==> config.mk <==
export PLATFORM = sky130hd
export DESIGN_NAME = asic_top
export DESIGN_NICKNAME = d
export VERILOG_FILES = /design/src/common/asic_pkg.sv /design/src/source/asic_top.sv /design/src/video/palette_out.sv /design/src/video/video_timing.sv /design/src/source/mem_pager.sv /design/src/source/port_regs.sv
export SDC_FILE = /design/constraint.sdc
export NUM_CORES = 1
export LEC_CHECK = 0
export BUFFER_PORTS_ARGS = -buffer_cell sky130_fd_sc_hd__buf_2
export CAP_MARGIN = 20
export CORE_ASPECT_RATIO = 0.9
export CORE_UTILIZATION = 67
export CTS_BUF_LIST = sky130_fd_sc_hd__clkbuf_4 sky130_fd_sc_hd__clkbuf_8
export DETAILED_ROUTE_END_ITERATION = 8
export PLACE_DENSITY = 0.88
export SLEW_MARGIN = 20
export SYNTH_ARGS = -nofsm -noshare
export SYNTH_HDL_FRONTEND = slang
export SYNTH_HIERARCHICAL = 1
export SYNTH_SLANG_ARGS = --single-unit
==> constraint.sdc <==
create_clock -name clk -period 5.9 [get_ports clk]
set_clock_uncertainty 0.2 [all_clocks]
set_input_delay 1.18 -clock clk [delete_from_list [all_inputs] [get_ports clk]]
set_output_delay 1.18 -clock clk [all_outputs]
set_load 0.01 [all_outputs]
==> src/common/asic_pkg.sv <==
package asic_pkg;

    ////////////////////////////////
    // I/O port map (low address byte)
    ////////////////////////////////
    typedef enum logic [7:0] {
        PORT_CLUT        = 8'd248,
        PORT_LINE_STATUS = 8'd249,
        PORT_LMPR        = 8'd250,
        PORT_HMPR        = 8'd251,
        PORT_VMPR        = 8'd252,
        PORT_BORDER      = 8'd254
    } io_port_e;

    typedef logic [4:0] page_t;

    ////////////////////////////////
    // Port register layouts
    ////////////////////////////////
    typedef struct packed {
        logic  write_protect_a;
        logic  rom_d_on;
        // Set means section A shows RAM
        logic  rom_a_off;
        page_t low_page;
    } lmpr_t;

    typedef struct packed {
        logic       external_mem;
        logic [1:0] clut_hi;
        page_t      high_page;
    } hmpr_t;

    typedef struct packed {
        logic       spare;
        logic [1:0] screen_mode;
        page_t      screen_page;
    } vmpr_t;

    typedef struct packed {
        logic       off;
        logic       unused;
        logic       colour_hi;
        logic       beep;
        logic       mic;
        logic [2:0] colour_lo;
    } border_t;

    ////////////////////////////////
    // Buses between blocks
    ////////////////////////////////
    typedef struct packed {
        logic        mreq_n;
        logic        iorq_n;
        logic        rd_n;
        logic        wr_n;
        logic [15:0] addr;
        logic [7:0]  wdata;
    } cpu_bus_t;

    typedef struct packed {
        page_t low_page;
        page_t high_page;
        logic  rom_a_on;
        logic  rom_d_on;
        logic  write_protect_a;
        logic  external_mem;
    } page_ctrl_t;

    // One CLUT entry, as written through the CLUT port
    typedef struct packed {
        logic g_hi;
        logic r_hi;
        logic b_hi;
        logic bright;
        logic g_lo;
        logic r_lo;
        logic b_lo;
    } clut_entry_t;

    typedef struct packed {
        logic        screen_off;
        logic [3:0]  border_index;
        logic        clut_we;
        logic [3:0]  clut_addr;
        clut_entry_t clut_data;
    } video_ctrl_t;

    typedef struct packed {
        logic [9:0] hc;
        logic [8:0] vc;
    } beam_t;

    typedef struct packed {
        logic [1:0] r;
        logic [1:0] g;
        logic [1:0] b;
        logic       bright;
    } rgb_t;

    ////////////////////////////////
    // Default PAL geometry
    ////////////////////////////////
    localparam int DEF_H_ACTIVE = 512;
    localparam int DEF_R_BORDER = 64;
    localparam int DEF_H_FPORCH = 16;
    localparam int DEF_H_SYNC   = 64;
    localparam int DEF_H_BPORCH = 64;
    localparam int DEF_L_BORDER = 48;

    localparam int DEF_V_ACTIVE = 192;
    localparam int DEF_B_BORDER = 48;
    localparam int DEF_V_FPORCH = 4;
    localparam int DEF_V_SYNC   = 4;
    localparam int DEF_V_BPORCH = 16;
    localparam int DEF_T_BORDER = 48;

    // Interrupts last this many clocks from the start of a line
    localparam int INT_WINDOW = 256;

endpackage
==> src/source/asic_top.sv <==
`timescale 1ns/1ps

module asic_top #(
    parameter int H_ACTIVE = asic_pkg::DEF_H_ACTIVE,
    parameter int R_BORDER = asic_pkg::DEF_R_BORDER,
    parameter int H_FPORCH = asic_pkg::DEF_H_FPORCH,
    parameter int H_SYNC   = asic_pkg::DEF_H_SYNC,
    parameter int H_BPORCH = asic_pkg::DEF_H_BPORCH,
    parameter int L_BORDER = asic_pkg::DEF_L_BORDER,
    parameter int V_ACTIVE = asic_pkg::DEF_V_ACTIVE,
    parameter int B_BORDER = asic_pkg::DEF_B_BORDER,
    parameter int V_FPORCH = asic_pkg::DEF_V_FPORCH,
    parameter int V_SYNC   = asic_pkg::DEF_V_SYNC,
    parameter int V_BPORCH = asic_pkg::DEF_V_BPORCH,
    parameter int T_BORDER = asic_pkg::DEF_T_BORDER
) (
    input  logic        clk,
    input  logic        rst_n,
    // CPU side
    input  logic        mreq_n,
    input  logic        iorq_n,
    input  logic        rd_n,
    input  logic        wr_n,
    input  logic [15:0] cpuaddr,
    input  logic [7:0]  data_from_cpu,
    input  logic [7:0]  keyboard,
    input  logic        ear,
    output logic [7:0]  data_to_cpu,
    output logic        data_enable_n,
    // Memory side
    output logic [18:0] cpuramaddr,
    output logic        romcs_n,
    output logic        ramcs_n,
    output logic        ramwr_n,
    // Sound, video and interrupt
    output logic        mic,
    output logic        beep,
    output logic [1:0]  r,
    output logic [1:0]  g,
    output logic [1:0]  b,
    output logic        bright,
    output logic        csync,
    output logic        hsync_pal,
    output logic        vsync_pal,
    output logic        int_n
);
    import asic_pkg::*;

    cpu_bus_t    bus;
    page_ctrl_t  page_ctrl;
    video_ctrl_t video_ctrl;
    beam_t       beam;
    rgb_t        rgb;
    logic [7:0]  line_int;
    logic        vint_n;
    logic        rint_n;

    assign bus = '{mreq_n: mreq_n, iorq_n: iorq_n, rd_n: rd_n, wr_n: wr_n,
                   addr: cpuaddr, wdata: data_from_cpu};

    port_regs port_regs_i (
        .clk           (clk),
        .rst_n         (rst_n),
        .bus           (bus),
        .keyboard      (keyboard),
        .ear           (ear),
        .vint_n        (vint_n),
        .rint_n        (rint_n),
        .data_to_cpu   (data_to_cpu),
        .data_enable_n (data_enable_n),
        .page_ctrl     (page_ctrl),
        .video_ctrl    (video_ctrl),
        .line_int      (line_int),
        .mic           (mic),
        .beep          (beep)
    );

    mem_pager mem_pager_i (
        .bus        (bus),
        .page_ctrl  (page_ctrl),
        .romcs_n    (romcs_n),
        .ramcs_n    (ramcs_n),
        .ramwr_n    (ramwr_n),
        .cpuramaddr (cpuramaddr)
    );

    video_timing #(
        .H_ACTIVE (H_ACTIVE), .R_BORDER (R_BORDER), .H_FPORCH (H_FPORCH),
        .H_SYNC   (H_SYNC),   .H_BPORCH (H_BPORCH), .L_BORDER (L_BORDER),
        .V_ACTIVE (V_ACTIVE), .B_BORDER (B_BORDER), .V_FPORCH (V_FPORCH),
        .V_SYNC   (V_SYNC),   .V_BPORCH (V_BPORCH), .T_BORDER (T_BORDER)
    ) video_timing_i (
        .clk       (clk),
        .rst_n     (rst_n),
        .line_int  (line_int),
        .beam      (beam),
        .hsync_pal (hsync_pal),
        .vsync_pal (vsync_pal),
        .csync     (csync),
        .vint_n    (vint_n),
        .rint_n    (rint_n)
    );

    palette_out #(
        .H_ACTIVE (H_ACTIVE), .R_BORDER (R_BORDER), .H_FPORCH (H_FPORCH),
        .H_SYNC   (H_SYNC),   .H_BPORCH (H_BPORCH), .L_BORDER (L_BORDER),
        .V_ACTIVE (V_ACTIVE), .B_BORDER (B_BORDER), .V_FPORCH (V_FPORCH),
        .V_SYNC   (V_SYNC),   .V_BPORCH (V_BPORCH), .T_BORDER (T_BORDER)
    ) palette_out_i (
        .clk        (clk),
        .rst_n      (rst_n),
        .beam       (beam),
        .video_ctrl (video_ctrl),
        .rgb        (rgb)
    );

    assign r      = rgb.r;
    assign g      = rgb.g;
    assign b      = rgb.b;
    assign bright = rgb.bright;

    assign int_n = vint_n & rint_n;

endmodule

==> src/video/palette_out.sv <==
`timescale 1ns/1ps

module palette_out #(
    parameter int H_ACTIVE = asic_pkg::DEF_H_ACTIVE,
    parameter int R_BORDER = asic_pkg::DEF_R_BORDER,
    parameter int H_FPORCH = asic_pkg::DEF_H_FPORCH,
    parameter int H_SYNC   = asic_pkg::DEF_H_SYNC,
    parameter int H_BPORCH = asic_pkg::DEF_H_BPORCH,
    parameter int L_BORDER = asic_pkg::DEF_L_BORDER,
    parameter int V_ACTIVE = asic_pkg::DEF_V_ACTIVE,
    parameter int B_BORDER = asic_pkg::DEF_B_BORDER,
    parameter int V_FPORCH = asic_pkg::DEF_V_FPORCH,
    parameter int V_SYNC   = asic_pkg::DEF_V_SYNC,
    parameter int V_BPORCH = asic_pkg::DEF_V_BPORCH,
    parameter int T_BORDER = asic_pkg::DEF_T_BORDER
) (
    input  logic                   clk,
    input  logic                   rst_n,
    input  asic_pkg::beam_t        beam,
    input  asic_pkg::video_ctrl_t  video_ctrl,
    output asic_pkg::rgb_t         rgb
);
    import asic_pkg::*;

    localparam int H_TOTAL  = H_ACTIVE + R_BORDER + H_FPORCH + H_SYNC + H_BPORCH + L_BORDER;
    localparam int V_TOTAL  = V_ACTIVE + B_BORDER + V_FPORCH + V_SYNC + V_BPORCH + T_BORDER;
    localparam int HB_END   = R_BORDER + H_FPORCH + H_SYNC + H_BPORCH;
    localparam int VB_START = V_ACTIVE + B_BORDER;
    localparam int VB_END   = VB_START + V_FPORCH + V_SYNC + V_BPORCH;

    clut_entry_t clut [16];
    clut_entry_t entry;
    logic        blank;

    // Power-on ramp, same colour on both levels, upper half bright
    function automatic clut_entry_t ramp_entry(input logic [3:0] idx);
        clut_entry_t e;
        e.g_hi   = idx[2];
        e.r_hi   = idx[1];
        e.b_hi   = idx[0];
        e.g_lo   = idx[2];
        e.r_lo   = idx[1];
        e.b_lo   = idx[0];
        // Entry 8 stays plain black
        e.bright = idx[3] && (idx[2:0] != 3'd0);
        return e;
    endfunction

    ////////////////////////////////
    // CLUT write port
    ////////////////////////////////
    always_ff @(posedge clk) begin
        if (!rst_n) begin
            for (int i = 0; i < 16; i++) begin
                clut[i] <= ramp_entry(4'(i));
            end
        end else if (video_ctrl.clut_we) begin
            clut[video_ctrl.clut_addr] <= video_ctrl.clut_data;
        end
    end

    ////////////////////////////////
    // Border colour with blanking
    ////////////////////////////////
    assign blank = video_ctrl.screen_off ||
                   (beam.hc >= R_BORDER && beam.hc < HB_END) ||
                   (beam.vc >= VB_START && beam.vc < VB_END);

    assign entry = clut[video_ctrl.border_index];

    always_comb begin
        if (blank) begin
            rgb = '0;
        end else begin
            rgb.r      = {entry.r_hi, entry.r_lo};
            rgb.g      = {entry.g_hi, entry.g_lo};
            rgb.b      = {entry.b_hi, entry.b_lo};
            rgb.bright = entry.bright;
        end
    end

    // Beam from the timing block stays inside the frame
    a_beam_in_frame: assert property (
        @(posedge clk) disable iff (!rst_n) beam.hc < H_TOTAL && beam.vc < V_TOTAL
    );

endmodule

==> src/video/video_timing.sv <==
`timescale 1ns/1ps

module video_timing #(
    parameter int H_ACTIVE = asic_pkg::DEF_H_ACTIVE,
    parameter int R_BORDER = asic_pkg::DEF_R_BORDER,
    parameter int H_FPORCH = asic_pkg::DEF_H_FPORCH,
    parameter int H_SYNC   = asic_pkg::DEF_H_SYNC,
    parameter int H_BPORCH = asic_pkg::DEF_H_BPORCH,
    parameter int L_BORDER = asic_pkg::DEF_L_BORDER,
    parameter int V_ACTIVE = asic_pkg::DEF_V_ACTIVE,
    parameter int B_BORDER = asic_pkg::DEF_B_BORDER,
    parameter int V_FPORCH = asic_pkg::DEF_V_FPORCH,
    parameter int V_SYNC   = asic_pkg::DEF_V_SYNC,
    parameter int V_BPORCH = asic_pkg::DEF_V_BPORCH,
    parameter int T_BORDER = asic_pkg::DEF_T_BORDER
) (
    input  logic             clk,
    input  logic             rst_n,
    input  logic [7:0]       line_int,
    output asic_pkg::beam_t  beam,
    output logic             hsync_pal,
    output logic             vsync_pal,
    output logic             csync,
    output logic             vint_n,
    output logic             rint_n
);
    import asic_pkg::*;

    localparam int H_TOTAL = H_ACTIVE + R_BORDER + H_FPORCH + H_SYNC + H_BPORCH + L_BORDER;
    localparam int V_TOTAL = V_ACTIVE + B_BORDER + V_FPORCH + V_SYNC + V_BPORCH + T_BORDER;
    localparam int HS_START = R_BORDER + H_FPORCH;
    localparam int VS_START = V_ACTIVE + B_BORDER + V_FPORCH;

    ////////////////////////////////
    // Beam counters
    ////////////////////////////////
    always_ff @(posedge clk) begin
        if (!rst_n) begin
            beam.hc <= '0;
            beam.vc <= '0;
        end else if (beam.hc == 10'(H_TOTAL - 1)) begin
            beam.hc <= '0;
            if (beam.vc == 9'(V_TOTAL - 1)) begin
                beam.vc <= '0;
            end else begin
                beam.vc <= beam.vc + 9'd1;
            end
        end else begin
            beam.hc <= beam.hc + 10'd1;
        end
    end

    ////////////////////////////////
    // Syncs
    ////////////////////////////////
    assign hsync_pal = !(beam.hc >= HS_START && beam.hc < HS_START + H_SYNC);
    assign vsync_pal = !(beam.vc >= VS_START && beam.vc < VS_START + V_SYNC);

    // Serrated during vertical sync
    assign csync = hsync_pal ^ !vsync_pal;

    ////////////////////////////////
    // Interrupts
    ////////////////////////////////
    assign vint_n = !(beam.vc == 9'(VS_START) && beam.hc < INT_WINDOW);

    // Lines past 191 never raise an interrupt
    assign rint_n = !(line_int <= 8'd191 && {1'b0, line_int} == beam.vc &&
                      beam.hc < INT_WINDOW);

endmodule

==> src/source/mem_pager.sv <==
`timescale 1ns/1ps

module mem_pager (
    input  asic_pkg::cpu_bus_t    bus,
    input  asic_pkg::page_ctrl_t  page_ctrl,
    output logic                  romcs_n,
    output logic                  ramcs_n,
    output logic                  ramwr_n,
    output logic [18:0]           cpuramaddr
);
    import asic_pkg::*;

    logic [1:0] section;
    page_t      page;

    // A = 0, B = 1, C = 2, D = 3
    assign section = bus.addr[15:14];

    ////////////////////////////////
    // Chip selects
    ////////////////////////////////
    always_comb begin
        romcs_n = 1'b1;
        ramcs_n = 1'b1;
        if (!bus.mreq_n) begin
            if ((section == 2'd0 && page_ctrl.rom_a_on) ||
                (section == 2'd3 && page_ctrl.rom_d_on)) begin
                romcs_n = 1'b0;
            end else if (!(bus.addr[15] && page_ctrl.external_mem)) begin
                // Upper 32K goes off-board when external memory is on
                ramcs_n = 1'b0;
            end
        end
    end

    ////////////////////////////////
    // Paged address
    ////////////////////////////////
    always_comb begin
        case (section)
            2'd0:    page = page_ctrl.low_page;
            2'd1:    page = page_ctrl.low_page + 5'd1;
            2'd2:    page = page_ctrl.high_page;
            default: page = page_ctrl.high_page + 5'd1;
        endcase
    end

    assign cpuramaddr = {page, bus.addr[13:0]};

    assign ramwr_n = ramcs_n || bus.wr_n ||
                     (section == 2'd0 && page_ctrl.write_protect_a);

endmodule

==> src/source/port_regs.sv <==
`timescale 1ns/1ps

module port_regs (
    input  logic                   clk,
    input  logic                   rst_n,
    input  asic_pkg::cpu_bus_t     bus,
    input  logic [7:0]             keyboard,
    input  logic                   ear,
    input  logic                   vint_n,
    input  logic                   rint_n,
    output logic [7:0]             data_to_cpu,
    output logic                   data_enable_n,
    output asic_pkg::page_ctrl_t   page_ctrl,
    output asic_pkg::video_ctrl_t  video_ctrl,
    output logic [7:0]             line_int,
    output logic                   mic,
    output logic                   beep
);
    import asic_pkg::*;

    lmpr_t    lmpr;
    hmpr_t    hmpr;
    vmpr_t    vmpr;
    border_t  border;
    io_port_e port;
    logic     io_wr;
    logic     io_rd;

    assign port  = io_port_e'(bus.addr[7:0]);
    assign io_wr = !bus.iorq_n && !bus.wr_n;
    assign io_rd = !bus.iorq_n && !bus.rd_n;

    ////////////////////////////////
    // Register writes
    ////////////////////////////////
    always_ff @(posedge clk) begin
        if (!rst_n) begin
            lmpr     <= '0;
            hmpr     <= '0;
            vmpr     <= '0;
            border   <= '0;
            line_int <= 8'hff;
        end else if (io_wr) begin
            case (port)
                PORT_BORDER:      border   <= border_t'(bus.wdata);
                PORT_VMPR:        vmpr     <= vmpr_t'(bus.wdata);
                PORT_HMPR:        hmpr     <= hmpr_t'(bus.wdata);
                PORT_LMPR:        lmpr     <= lmpr_t'(bus.wdata);
                PORT_LINE_STATUS: line_int <= bus.wdata;
                default: ;
            endcase
        end
    end

    ////////////////////////////////
    // Control out to the other blocks
    ////////////////////////////////
    assign page_ctrl.low_page        = lmpr.low_page;
    assign page_ctrl.high_page       = hmpr.high_page;
    assign page_ctrl.rom_a_on        = !lmpr.rom_a_off;
    assign page_ctrl.rom_d_on        = lmpr.rom_d_on;
    assign page_ctrl.write_protect_a = lmpr.write_protect_a;
    assign page_ctrl.external_mem    = hmpr.external_mem;

    // Screen goes dark only in modes 3 and 4
    assign video_ctrl.screen_off   = border.off && vmpr.screen_mode[1];
    assign video_ctrl.border_index = {border.colour_hi, border.colour_lo};

    // CLUT entry number comes from the high address byte
    assign video_ctrl.clut_we   = io_wr && (port == PORT_CLUT);
    assign video_ctrl.clut_addr = bus.addr[11:8];
    assign video_ctrl.clut_data = clut_entry_t'(bus.wdata[6:0]);

    assign mic  = border.mic;
    assign beep = border.beep;

    ////////////////////////////////
    // CPU read mux
    ////////////////////////////////
    always_comb begin
        data_to_cpu   = 8'hff;
        data_enable_n = 1'b1;
        if (io_rd) begin
            data_enable_n = 1'b0;
            case (port)
                PORT_BORDER: begin
                    data_to_cpu = {video_ctrl.screen_off, ear, 1'b0, keyboard[4:0]};
                end
                PORT_LINE_STATUS: begin
                    data_to_cpu = {keyboard[7:5], 1'b1, vint_n, 1'b1, 1'b1, rint_n};
                end
                PORT_VMPR: data_to_cpu = vmpr;
                PORT_HMPR: data_to_cpu = hmpr;
                PORT_LMPR: data_to_cpu = lmpr;
                // Nothing answers here, leave the bus floating
                default: data_enable_n = 1'b1;
            endcase
        end
    end

endmodule

# After elaboration in Yosys (flattened, before gate mapping)
# Memory sizes are Yosys's and may differ from the RTL's. A register that Yosys moved wholly into a read port is not among the register bits.
# Index checks and enable logic that the tools add are counted.
totals:
  reg_bits: 58
  latchBits: 0
  mem_bits_rw: 112
  mem_bits_ro: 0
  in_bits: 39
  out_inout_bits: 44
  mem_count: 1
memory_table:
  columns: ["memory", "depth", "width", "rd", "rd_clocked_by_memory_dff", "wr", "line_no", "text"]
  rows:
  - ["palette_out_i.clut", 16, 7, 1, 1, 16, "palette_out.sv:31", "clut_entry_t clut [16];"]
op_classes:
  addsub: 4
  n_mul: 0
  div_mod_pow: 0
  n_lt_le_gt_ge: 10
  n_eq_ne: 13
  n_shift: 0
  mux: 21
  n_bitwise: 3
  reduce_logical: 37
ops:
  columns: ["cell", "count"]
  rows:
  - ["8-bit equality test, second input constant", 6]
  - ["8-bit one-hot mux with 5 select lines", 1]
  - ["10-bit by 7-bit greater-or-equal comparator with 1-bit output, second input constant", 2]
  - ["10-bit by 8-bit < comparator with 1-bit output, second input constant", 2]
  - ["9-bit by 8-bit greater-or-equal comparator with 1-bit output, second input constant", 2]
  - ["1-bit logical AND", 15]
  - ["5-bit one-hot mux with 3 select lines", 1]
  - ["7-bit two-way mux", 2]
  - ["1-bit two-way mux", 12]
  - ["4-bit two-way mux", 3]
  - ["10-bit by 1-bit adder with 10-bit output, second input constant", 1]
  - ["5-bit by 1-bit adder with 5-bit output, second input constant", 2]
  - ["10-bit equality test, second input constant", 1]
  - ["10-bit by 9-bit < comparator with 1-bit output, second input constant", 1]
  - ["2-bit AND reduction", 5]
  - ["9-bit by 1-bit adder with 9-bit output, second input constant", 1]
  - ["8-bit by 9-bit equality test with 1-bit output", 1]
  - ["9-bit by 8-bit equality test with 1-bit output, second input constant", 1]
  - ["9-bit equality test, second input constant", 1]
  - ["9-bit by 8-bit < comparator with 1-bit output, second input constant", 1]
  - ["9-bit < comparator, second input constant", 1]
  - ["9-bit two-way mux", 1]
  - ["8-bit <= comparator, second input constant", 1]
  - ["1-bit logical NOT", 8]
  - ["other kinds (11)", 16]

# Longest topological paths before layout
# Gate-level depths: netlist of run 1.
logic_depth:
  word_depth: 8
  mapped_depth: 9

# Cells and area by module
# The synthesis of run 1 kept the hierarchy.
modules_own_cells:
  columns: ["mod", "n_inst", "cells_each", "area_per_inst_um2"]
  rows:
  - ["palette_out", 1, 354, 5411.4]
  - ["port_regs", 1, 236, 2203.4]
  - ["video_timing", 1, 137, 1094.8]
  - ["mem_pager", 1, 47, 347.8]
  - ["asic_top", 1, 1, 6.3]

# Worst setup path before layout of run 1
# No wires, ideal clock.
synth_timing:
  path_type: "input -> register"
  startpoint: "input iorq_n"
  endpoint: "memory palette_out_i/clut[12][0] (netlist name) (enable)"
  setup_ps: 381
  t_arrival_ps: 3468
  path_slack_ps: 1852
  cell_stages: 8
  n_path_buf: 2
  path_cell_list: "or2_1 -> buf_2 -> or4_1 -> nor3_1 -> nand2_1 -> or3_1 -> clkbuf_1 -> o21ai_0"
synth_rtl:
  columns: ["element", "line_no", "text"]
  rows:
  - ["start: declaration", "asic_top.sv:21", "input logic iorq_n,"]
  - ["end: declaration", "palette_out.sv:31", null]

==> impl_metrics.tcl, run 1 <==
set metrics [dict create \
    run_status "completed" \
    finalSetupTns_ns 0 \
    pin_count 83 \
    slew_headroom_pct 25.9 \
    crit_fanout 21 \
    hpwlAfterDp_mm 13.9 \
    synth-main-ff-cell "edfxtp_1" \
    grt_setup_unrepaired "no" \
    cts_tree "yes" \
    crit_end "palette_out_i/clut[6][4]" \
    path_clk_slew_ns 0.09 \
    worstHoldStart "video_timing_i/beam[9]" \
    die_w_um 125 \
    route.detailed.drc 0 \
    core_sq_um 12900 \
    crit_type "input port to flop" \
    finalMaxSlewViolations 0 \
    first_pass_iters 5 \
    finalWirelength_mm 20.7 \
    grt_max_degree 82 \
    synth_edf_count 112 \
    area_delta_synth_final_pct 4.39 \
    numClockSinks 170 \
    arrival_ns 4.48 \
    num-nets-final 829 \
    synth.most_common_cell "edfxtp_1" \
    antenna_found_initial 0 \
    fmax_mhz 217 \
    antennaDiodeCount 0 \
    via_per_inst 6.53 \
    finalCritPeriodShare_pct 78.0 \
    start_kind "input port" \
    synth.area.top_cells "edfxtp_1, dfxtp_1, mux4_1" \
    via_count 6285 \
    setup_violations 0 \
    grt_first_pass_wirelength_mm 31.8 \
    synth_cell_type_count 62 \
    reg2reg_depth 5 \
    htreeDepth 4 \
    power.density_nw_per_um2 234 \
    synthCells 775 \
    dp_slack_ns 0.904 \
    yosysWarnings 6 \
    die_h_um 112 \
    drv_cap 0 \
    grt_pass1_vias 5826 \
    reg2reg_slack_ns 3.70 \
    ys_ff_latch 170 \
    holdWs_ns 0.289 \
    crit_required_ns 5.78 \
    die_area_sq_um 14000 \
    end_kind "flop" \
    p_leak_nw 3.28 \
    cts_hold_buf 0 \
    vdd_drop_max_mv 0.180 \
    post_cts_buffers 0 \
    synth.avg_cell_area_sq_um 11.7 \
    cts-root-buf "clkbuf_8" \
    gp_congestion 0.945 \
    netlist.area_leader.share_pct 37.1 \
    grt-ovfl-total 0 \
    syn_nets 819 \
    synth_commonest_cells "edfxtp_1, dfxtp_1, and2_1, mux2i_1, nand2_1" \
    port_buffers 78 \
    layout_setup_ws_ns 1.30 \
    antenna_left 0 \
    cts.path.max_buffers 2 \
    period_minus_slack_ns 4.60 \
    drive_gt1_share_pct 17.7 \
    initial_core_util_pct 70.1 \
    clock_latency_ns 0.47 \
    gr-usage-all-layers_pct 30.2 \
    syn_area_sq_um 9060 \
    rr_startpoint "video_timing_i/beam[9]" \
    tightest_slew_ns 1.11 \
    hold_violations 0 \
    rows 39 \
    timing.rr.end "video_timing_i/beam[7]" \
    ys_seq_area_share_pct 49.9 \
    drtIter0Drc 772 \
    hold_class "flop to flop" \
    final_core_util_pct 73.2 \
    synth_area_leader_cell "edfxtp_1" \
    cts_made_buffers 17 \
    worstSetupStartpoint "iorq_n" \
    wire_per_inst_um 21.5 \
    async_flop_share_pct 0 \
    cts.repair.resized 0 \
]
-- registers in the layout, indices dropped and copies added, names as in the netlist --
name,cells
palette_out_i/clut,112
port_regs_i/beep,1
port_regs_i/border,1
port_regs_i/hmpr,2
port_regs_i/line_int,8
port_regs_i/lmpr,1
port_regs_i/mic,1
port_regs_i/page_ctrl,13
port_regs_i/video_ctrl,4
port_regs_i/vmpr,8
video_timing_i/beam,19
-- worst max-delay path, stage by stage --
cell and delay, ns:
buf_2 0.11, or2_1 0.36, or4_1 0.51, nor3_1 0.48, nand4b_1 0.73, o21ai_0 1.10
-- final cells by class --
cell class / instances / area (sq um)
Multi-Input combinational cell: 500 / 3910
Fill cell: 839 / 3470
Clock inverter: 15 / 118
Sequential cell: 170 / 4520
Tap cell: 164 / 205
Timing Repair Buffer: 83 / 425
Clock buffer: 17 / 234
Inverter: 13 / 48.8
-- routing by layer --
| metal | vias up | global-route usage (%) | part of all wire (%) |
|---|---|---|---|
| li1 | 2844 | - | - |
| met5 | - | 0 | 0 |
| met3 | 43 | 6.53 | 8.7 |
| met2 | 365 | 50.8 | 50 |
| met1 | 3033 | 39.7 | 40 |
| met4 | 0 | 8.51 | 1.9 |
-- worst min path at each step --
stage / to / cells after the start
4_1_cts: port_regs_i/page_ctrl[0] / 2
5_1_grt: video_timing_i/beam[9] / 1
3_3_place_gp: port_regs_i/hmpr[6] / 2
3_5_place_dp: video_timing_i/beam[9] / 1
2_1_floorplan: port_regs_i/hmpr[5] / 2
6_report: video_timing_i/beam[9] / 1
-- cells by family after synthesis --
group           after synthesis  share of synthesized area, %
simple gates                311                          20.5
flops                       170                          49.9
buf+inv                     105                          6.99
mux                          87                          14.5
compound gates               78                          5.59
xor+xnor                     19                          1.84
fa+ha+maj                     5                         0.690
-- where the power goes --
group	leakage, nW	switching, mW	internal, mW
clock network	0.173	0.445	0.298
registers	1.56	0.0187	1.31
logic	1.54	0.0973	0.0476
total	3.28	0.561	1.65
-- placed cells by master (no fill, tap or decap), types with 8 or more instances in the layout --
cell,netlist,layout
mux2i_1,52,52
and2_1,55,55
or3_1,48,48
clkbuf_8,1,17
mux4_1,23,23
inv_1,13,13
nand3_1,25,25
dfxtp_1,58,58
nor3_1,9,9
edfxtp_1,112,112
xor2_1,10,10
buf_2,11,78
nand2_1,50,50
nor2b_1,30,30
o21ai_0,33,32
nor2_1,28,28
nand2b_1,16,16
nor4_1,8,8
o22ai_1,12,12
xnor2_1,9,9
-- metrics by stage --
stage          area (sq um)  cells  power, mW
5_1_grt                9460    962       2.28
2_1_floorplan          9060    775       1.44
6_report               9460    962       2.21
3_3_place_gp           9100    929       1.48
3_5_place_dp           9100    929       1.49
4_1_cts                9460    961       2.22
Note: power is estimated with default switching activity, not from simulation.
==> run 2, diff against run 1 <==
--- a/config.mk
+++ b/config.mk
@@ -5,13 +5,14 @@
 export SDC_FILE = /design/constraint.sdc
 export NUM_CORES = 1
 export LEC_CHECK = 0
+export ABC_AREA = 1
 export BUFFER_PORTS_ARGS = -buffer_cell sky130_fd_sc_hd__buf_2
 export CAP_MARGIN = 20
 export CORE_ASPECT_RATIO = 0.9
-export CORE_UTILIZATION = 67
+export CORE_UTILIZATION = 56
 export CTS_BUF_LIST = sky130_fd_sc_hd__clkbuf_4 sky130_fd_sc_hd__clkbuf_8
 export DETAILED_ROUTE_END_ITERATION = 8
-export PLACE_DENSITY = 0.88
+export PLACE_DENSITY = 0.79
 export SLEW_MARGIN = 20
 export SYNTH_ARGS = -nofsm -noshare
 export SYNTH_HDL_FRONTEND = slang
==> constraint.sdc (replaced) <==
create_clock -name clk -period 4.2 [get_ports clk]
set_clock_uncertainty 0.2 [all_clocks]
set_input_delay 0.84 -clock clk [delete_from_list [all_inputs] [get_ports clk]]
set_output_delay 0.84 -clock clk [all_outputs]
set_load 0.01 [all_outputs]
==> impl_metrics.tcl, run 2 <==
set metrics [dict create \
    drive_gt1_share_pct 14.3 \
    p_leak_nw 3.97 \
    setup_violations 0 \
    die_w_um 137 \
    clock_latency_ns 0.45 \
    power.density_nw_per_um2 329 \
    reg2reg_slack_ns 2.31 \
    grt_setup_unrepaired "no" \
    hold_depth 2 \
    largest_register "palette_out_i/clut" \
    numClockSinks 170 \
    post_cts_buffers 0 \
    arrival_ns 2.43 \
    tightest_slew_ns 0.895 \
    synth.avg_cell_area_sq_um 7.87 \
    layout_commonest_cell "nand2_1" \
    syn_nets 1212 \
    finalSetupTns_ns 0 \
    slew_headroom_pct 40.3 \
    rows 44 \
    route.detailed.drc 1 \
    hpwlAfterDp_mm 15.2 \
    place_area_sq_um 9320 \
    ys_seq_area_share_pct 49.2 \
    cts_made_buffers 17 \
    grt_pass1_vias 6891 \
    crit_type "input port to output port" \
    period_minus_slack_ns 3.47 \
    layout_setup_ws_ns 0.730 \
    hold_class "flop to flop" \
    synth-main-ff-cell "edfxtp_1" \
    wire_per_inst_um 15.8 \
    dp_slack_ns 0.771 \
    final_core_util_pct 60.4 \
    fin_area_sq_um 9710 \
    grt_first_pass_wirelength_mm 35.0 \
    yosysWarnings 6 \
    synth_area_leader_cell "edfxtp_1" \
    pin_count 83 \
    area_delta_synth_final_pct 5.68 \
    synth.most_common_cell "nand2_1" \
    worstHoldStart "port_regs_i/vmpr[4]" \
    synth_cell_type_count 34 \
    via_count 7736 \
    worst_path_max_delay_cell "nor2_4" \
    grt_max_degree 58 \
    drtIter0Drc 995 \
    synth.area.top_cells "edfxtp_1, nand2_1, dfxtp_1" \
    largest_register_ffs 112 \
    cts-root-buf "clkbuf_8" \
    final_cell_mix "nand2_1, nor2_1, nand3_1, edfxtp_1, inv_1" \
    die_h_um 124 \
    vdd_drop_max_mv 0.205 \
    path_common_cell "nand2_1" \
    finalWirelength_mm 22.2 \
    htreeDepth 4 \
    grt-ovfl-total 0 \
    cts.repair.resized 0 \
    first_pass_iters 8 \
    syn_area_sq_um 9190 \
    ys_ff_latch 170 \
    synth_edf_count 112 \
    reg2reg_depth 8 \
    gr-usage-all-layers_pct 27.3 \
    synthCells 1168 \
    drv_cap 0 \
    antenna_found_initial 0 \
    antennaDiodeCount 0 \
    cts.path.max_buffers 2 \
    num-nets-final 1230 \
    crit_required_ns 3.16 \
    hold_violations 0 \
    worstHoldEndpoint "port_regs_i/vmpr[4]" \
    cts_hold_buf 0 \
    async_flop_share_pct 0 \
    die_area_sq_um 16900 \
    final_cells 1406 \
    finalMaxSlewViolations 0 \
    synth_commonest_cells "nand2_1, nor2_1, nand3_1, edfxtp_1, inv_1" \
    netlist.area_leader.share_pct 36.6 \
    fmax_mhz 288 \
    start_kind "input port" \
    finalCritPeriodShare_pct 82.6 \
    run_status "finished with violations" \
    core_sq_um 16100 \
    rr_startpoint "video_timing_i/beam[9]" \
    violations "design-rule violations" \
    port_buffers 78 \
    end_kind "output port" \
    antenna_left 0 \
    gp_congestion 0.952 \
    dp_cells 1374 \
    initial_core_util_pct 57.2 \
    path_clk_slew_ns 0.09 \
    critical_path.max_stage_delay_ns 0.43 \
    crit_fanout 23 \
    via_per_inst 5.50 \
    timing.rr.end "video_timing_i/beam[7]" \
    path_cells "buf_2 -> nand2_1 -> nor2_4 -> nand2_1 -> nor2_1 -> nand2_1 -> nand2_1 -> nor2_1 -> nand2_1 -> buf_2" \
    cts_tree "yes" \
]
## run 2: final cells by class
type	instances	area [sq um]
timing repair buffer	85	443
inverter	113	424
clock inverter	14	144
tap	207	259
clock buffer	18	248
sequential	170	4530
fill	1440	6360
multi-input combinational	799	3670
## run 2: metrics by stage
| stage | total power [mW] | hold slack (ns) |
|---|---|---|
| floorplan | 2.01 | 0.224 |
| global placement | 2.08 | 0.238 |
| detailed placement | 2.08 | 0.245 |
| CTS | 3.20 | 0.258 |
| global route | 3.29 | 0.286 |
| finish | 3.20 | 0.259 |
## run 2: worst max-delay path: cells and delay by family
| family | cells | cell delay, ns |
|---|---|---|
| buffers and inverters | 2 | 0.20 |
| AND/OR/NAND/NOR | 8 | 1.38 |
## run 2: power breakdown
group          total (mW)  switching (mW)  internal (mW)
clock                1.15           0.607          0.546
sequential           1.85          0.0198           1.83
combinational       0.194           0.144         0.0499
## run 2: worst max path at each step
| stage | start | end | cells past startpoint | slack (ns) |
|---|---|---|---|---|
| 2_1_floorplan | cpuaddr[6] | palette_out_i/clut[15][0] | 9 | 1.25 |
| 3_3_place_gp | cpuaddr[6] | data_to_cpu[0] | 10 | 0.82 |
| 3_5_place_dp | cpuaddr[6] | data_to_cpu[2] | 10 | 0.77 |
| 4_1_cts | cpuaddr[6] | data_to_cpu[2] | 10 | 0.77 |
| 5_1_grt | cpuaddr[6] | data_to_cpu[0] | 10 | 0.54 |
| 6_report | cpuaddr[6] | data_to_cpu[0] | 10 | 0.73 |
## run 2: layer usage
metal | share of wire (%) | GRT usage, % | wire [um] | up-vias
met2 | 47 | 43.6 | 10600 | 386
li1 | - | - | - | 3774
met1 | 42 | 38.4 | 9250 | 3551
met4 | 1.1 | 7.76 | 249 | 0
met5 | 0 | 0 | 0 | -
met3 | 9.8 | 4.39 | 2180 | 25
## run 2: cells by family after synthesis
| kind of cell | share of synthesized area, % |
|---|---|
| xor+xnor | 1.14 |
| buf+inv | 10.9 |
| fa+ha+maj | 0.681 |
| flops | 49.2 |
| simple gates | 33.4 |
| compound gates | 4.66 |
==> run 3, diff against run 2 <==
--- a/config.mk
+++ b/config.mk
@@ -9,10 +9,10 @@
 export BUFFER_PORTS_ARGS = -buffer_cell sky130_fd_sc_hd__buf_2
 export CAP_MARGIN = 20
 export CORE_ASPECT_RATIO = 0.9
-export CORE_UTILIZATION = 56
+export CORE_UTILIZATION = 62
 export CTS_BUF_LIST = sky130_fd_sc_hd__clkbuf_4 sky130_fd_sc_hd__clkbuf_8
 export DETAILED_ROUTE_END_ITERATION = 8
-export PLACE_DENSITY = 0.79
+export PLACE_DENSITY = 0.83
 export SLEW_MARGIN = 20
 export SYNTH_ARGS = -nofsm -noshare
 export SYNTH_HDL_FRONTEND = slang
==> constraint.sdc (replaced) <==
create_clock -name clk -period 3.3 [get_ports clk]
set_clock_uncertainty 0.2 [all_clocks]
set_input_delay 0.66 -clock clk [delete_from_list [all_inputs] [get_ports clk]]
set_output_delay 0.66 -clock clk [all_outputs]
set_load 0.01 [all_outputs]
==> impl_metrics.tcl, run 3 (synthesis gave the netlist of run 2 again) <==
set metrics [dict create \
    cts.path.max_buffers 2 \
    hold_depth 2 \
    worstSetupStartpoint "video_timing_i/beam[5]" \
    grt_setup_unrepaired "no" \
    reg2reg_depth 8 \
    drv_cap 0 \
    wire_per_inst_um 15.7 \
    cts-root-buf "clkbuf_8" \
    grt_max_degree 52 \
    cts_tree "yes" \
    via_per_inst 5.64 \
    antenna_found_initial 0 \
    worstHoldEndpoint "port_regs_i/vmpr[7]" \
    hold_violations 0 \
    fmax_mhz 322 \
    p_sw_share_pct 24.6 \
    path_cells "nand2_2 -> nor2_1 -> nand3_2 -> inv_2 -> nand3_1 -> nand3_1 -> nand3_1 -> nor2_1 -> nand2_1 -> buf_2" \
    die_w_um 130 \
    die_area_sq_um 15300 \
    hpwlAfterDp_mm 15.1 \
    die_h_um 118 \
    period_minus_slack_ns 3.11 \
    initial_core_util_pct 64.4 \
    timing.rr.end "video_timing_i/beam[5]" \
    cpLargestDelayFamily "simple AND/OR/NAND/NOR gates" \
    drtIter0Drc 922 \
    finalSetupTns_ns 0 \
    grt_pass1_vias 6954 \
    reg2reg_slack_ns 1.38 \
    final_core_util_pct 68.4 \
    power_switching_mw 0.997 \
    gp_congestion 0.956 \
    crit_required_ns 2.44 \
    pwr-share-comb_pct 6.1 \
    antennaDiodeCount 0 \
    p_leak_nw 4.02 \
    hold_class "flop to flop" \
    port_buffers 78 \
    clock_power_share_pct 35.8 \
    crit_cells 10 \
    first_pass_iters 7 \
    largest_register "palette_out_i/clut" \
    drive_gt1_share_pct 15.0 \
    worst-path-buf-inv 2 \
    path_clk_slew_ns 0.09 \
    grt_first_pass_wirelength_mm 34.3 \
    area_delta_synth_final_pct 6.17 \
    rows 41 \
    power.density_nw_per_um2 415 \
    pin_count 83 \
    crit_fanout 7 \
    p_int_mw 3.06 \
    critical_path.max_stage_delay_ns 0.52 \
    worst_path_max_delay_cell "dfxtp_1" \
    num-nets-final 1236 \
    crit_type "flop to output port" \
    cts_made_buffers 17 \
    numClockSinks 170 \
    antenna_left 0 \
    path_common_cell "nand3_1" \
    p_seq_share_pct 58.1 \
    rr_startpoint "video_timing_i/beam[9]" \
    slew_headroom_pct 46.9 \
    tightest_slew_ns 0.795 \
    setup_violations 0 \
    arrival_ns 2.25 \
    run_status "completed" \
    end_kind "output port" \
    final_cell_mix "nand2_1, nor2_1, nand3_1, edfxtp_1, inv_1" \
    largest_register_ffs 112 \
    start_kind "flop" \
    holdWs_ns 0.257 \
    cts_hold_buf 0 \
    layout_commonest_cell "nand2_1" \
    grt-ovfl-total 0 \
    finalCritPeriodShare_pct 94.1 \
    core_sq_um 14300 \
    worstHoldStart "port_regs_i/vmpr[7]" \
    vdd_drop_max_mv 0.343 \
    route.detailed.drc 0 \
    clock_latency_ns 0.46 \
    finalMaxSlewViolations 0 \
    via_count 7880 \
    finalWirelength_mm 21.9 \
    htreeDepth 4 \
    gr-usage-all-layers_pct 29.6 \
]
## run 3: cell count changes in the layout (fill, tap and decap cells not counted)
cell | before | now
clkinv_2 | 3 | 1
clkinv_1 | 4 | 2
inv_6 | 2 | 4
clkinv_4 | 2 | 3
buf_12 | 0 | 1
inv_4 | 0 | 2
clkbuf_8 | 18 | 19
bufinv_16 | 2 | 1
inv_8 | 1 | 2
clkinvlp_4 | 2 | 1
buf_4 | 7 | 12
inv_1 | 96 | 95
## run 3: worst min-delay path, cell delays in order (launching register included)
cell     delay, ns
dfxtp_1       0.32
inv_1         0.05
a21oi_1       0.05
## run 3: how the worst max path moves through the flow
stage,endpoint,slack [ns]
final,data_to_cpu[3],0.19
after global routing,data_to_cpu[3],0.02
after CTS,b[0],0.19
after detailed placement,palette_out_i/clut[13][6],0.37
after global placement,palette_out_i/clut[2][3],0.45
after floorplan,palette_out_i/clut[15][0],0.53
## run 3: what timing repair did
| item | 4_1_cts | 5_1_grt |
|---|---|---|
| buffers inserted | 0 | 0 |
| endpoints found under the setup margin | 0 | 1 |
| gates resized for setup | 0 | 1 |
## run 3: final cells by class
cell class / count / area [sq um]
Sequential cell: 170 / 4530
Inverter: 113 / 428
Clock inverter: 13 / 131
Timing Repair Buffer: 91 / 500
Tap cell: 193 / 241
Multi-Input combinational cell: 799 / 3670
Clock buffer: 19 / 262
Fill cell: 1193 / 4500
## run 3: metrics by stage
stage	std cells	setup WS [ns]	power, mW	area [sq um]
5_1_grt	1398	0.0227	4.18	9760
3_3_place_gp	1366	0.447	2.64	9360
6_report	1398	0.195	4.05	9760
4_1_cts	1398	0.193	4.06	9750
2_1_floorplan	1168	0.531	2.56	9190
3_5_place_dp	1366	0.369	2.65	9360
## run 3: power by group through the flow
stage                     Sequential, mW  Combinational (mW)  Clock [mW]
after global placement              2.40               0.236           0
after floorplan                     2.40               0.167           0
final                               2.36               0.246        1.45
after global routing                2.36               0.268        1.55
after CTS                           2.36               0.243        1.46
after detailed placement            2.40               0.242           0
## run 3: routing by layer
metal,global-route usage (%),vias up,wire length [um]
met1,40.8,3673,9210
met2,47.5,378,10400
met4,8.26,0,344
met3,5.64,35,2000
li1,-,3794,-
met5,0,-,0
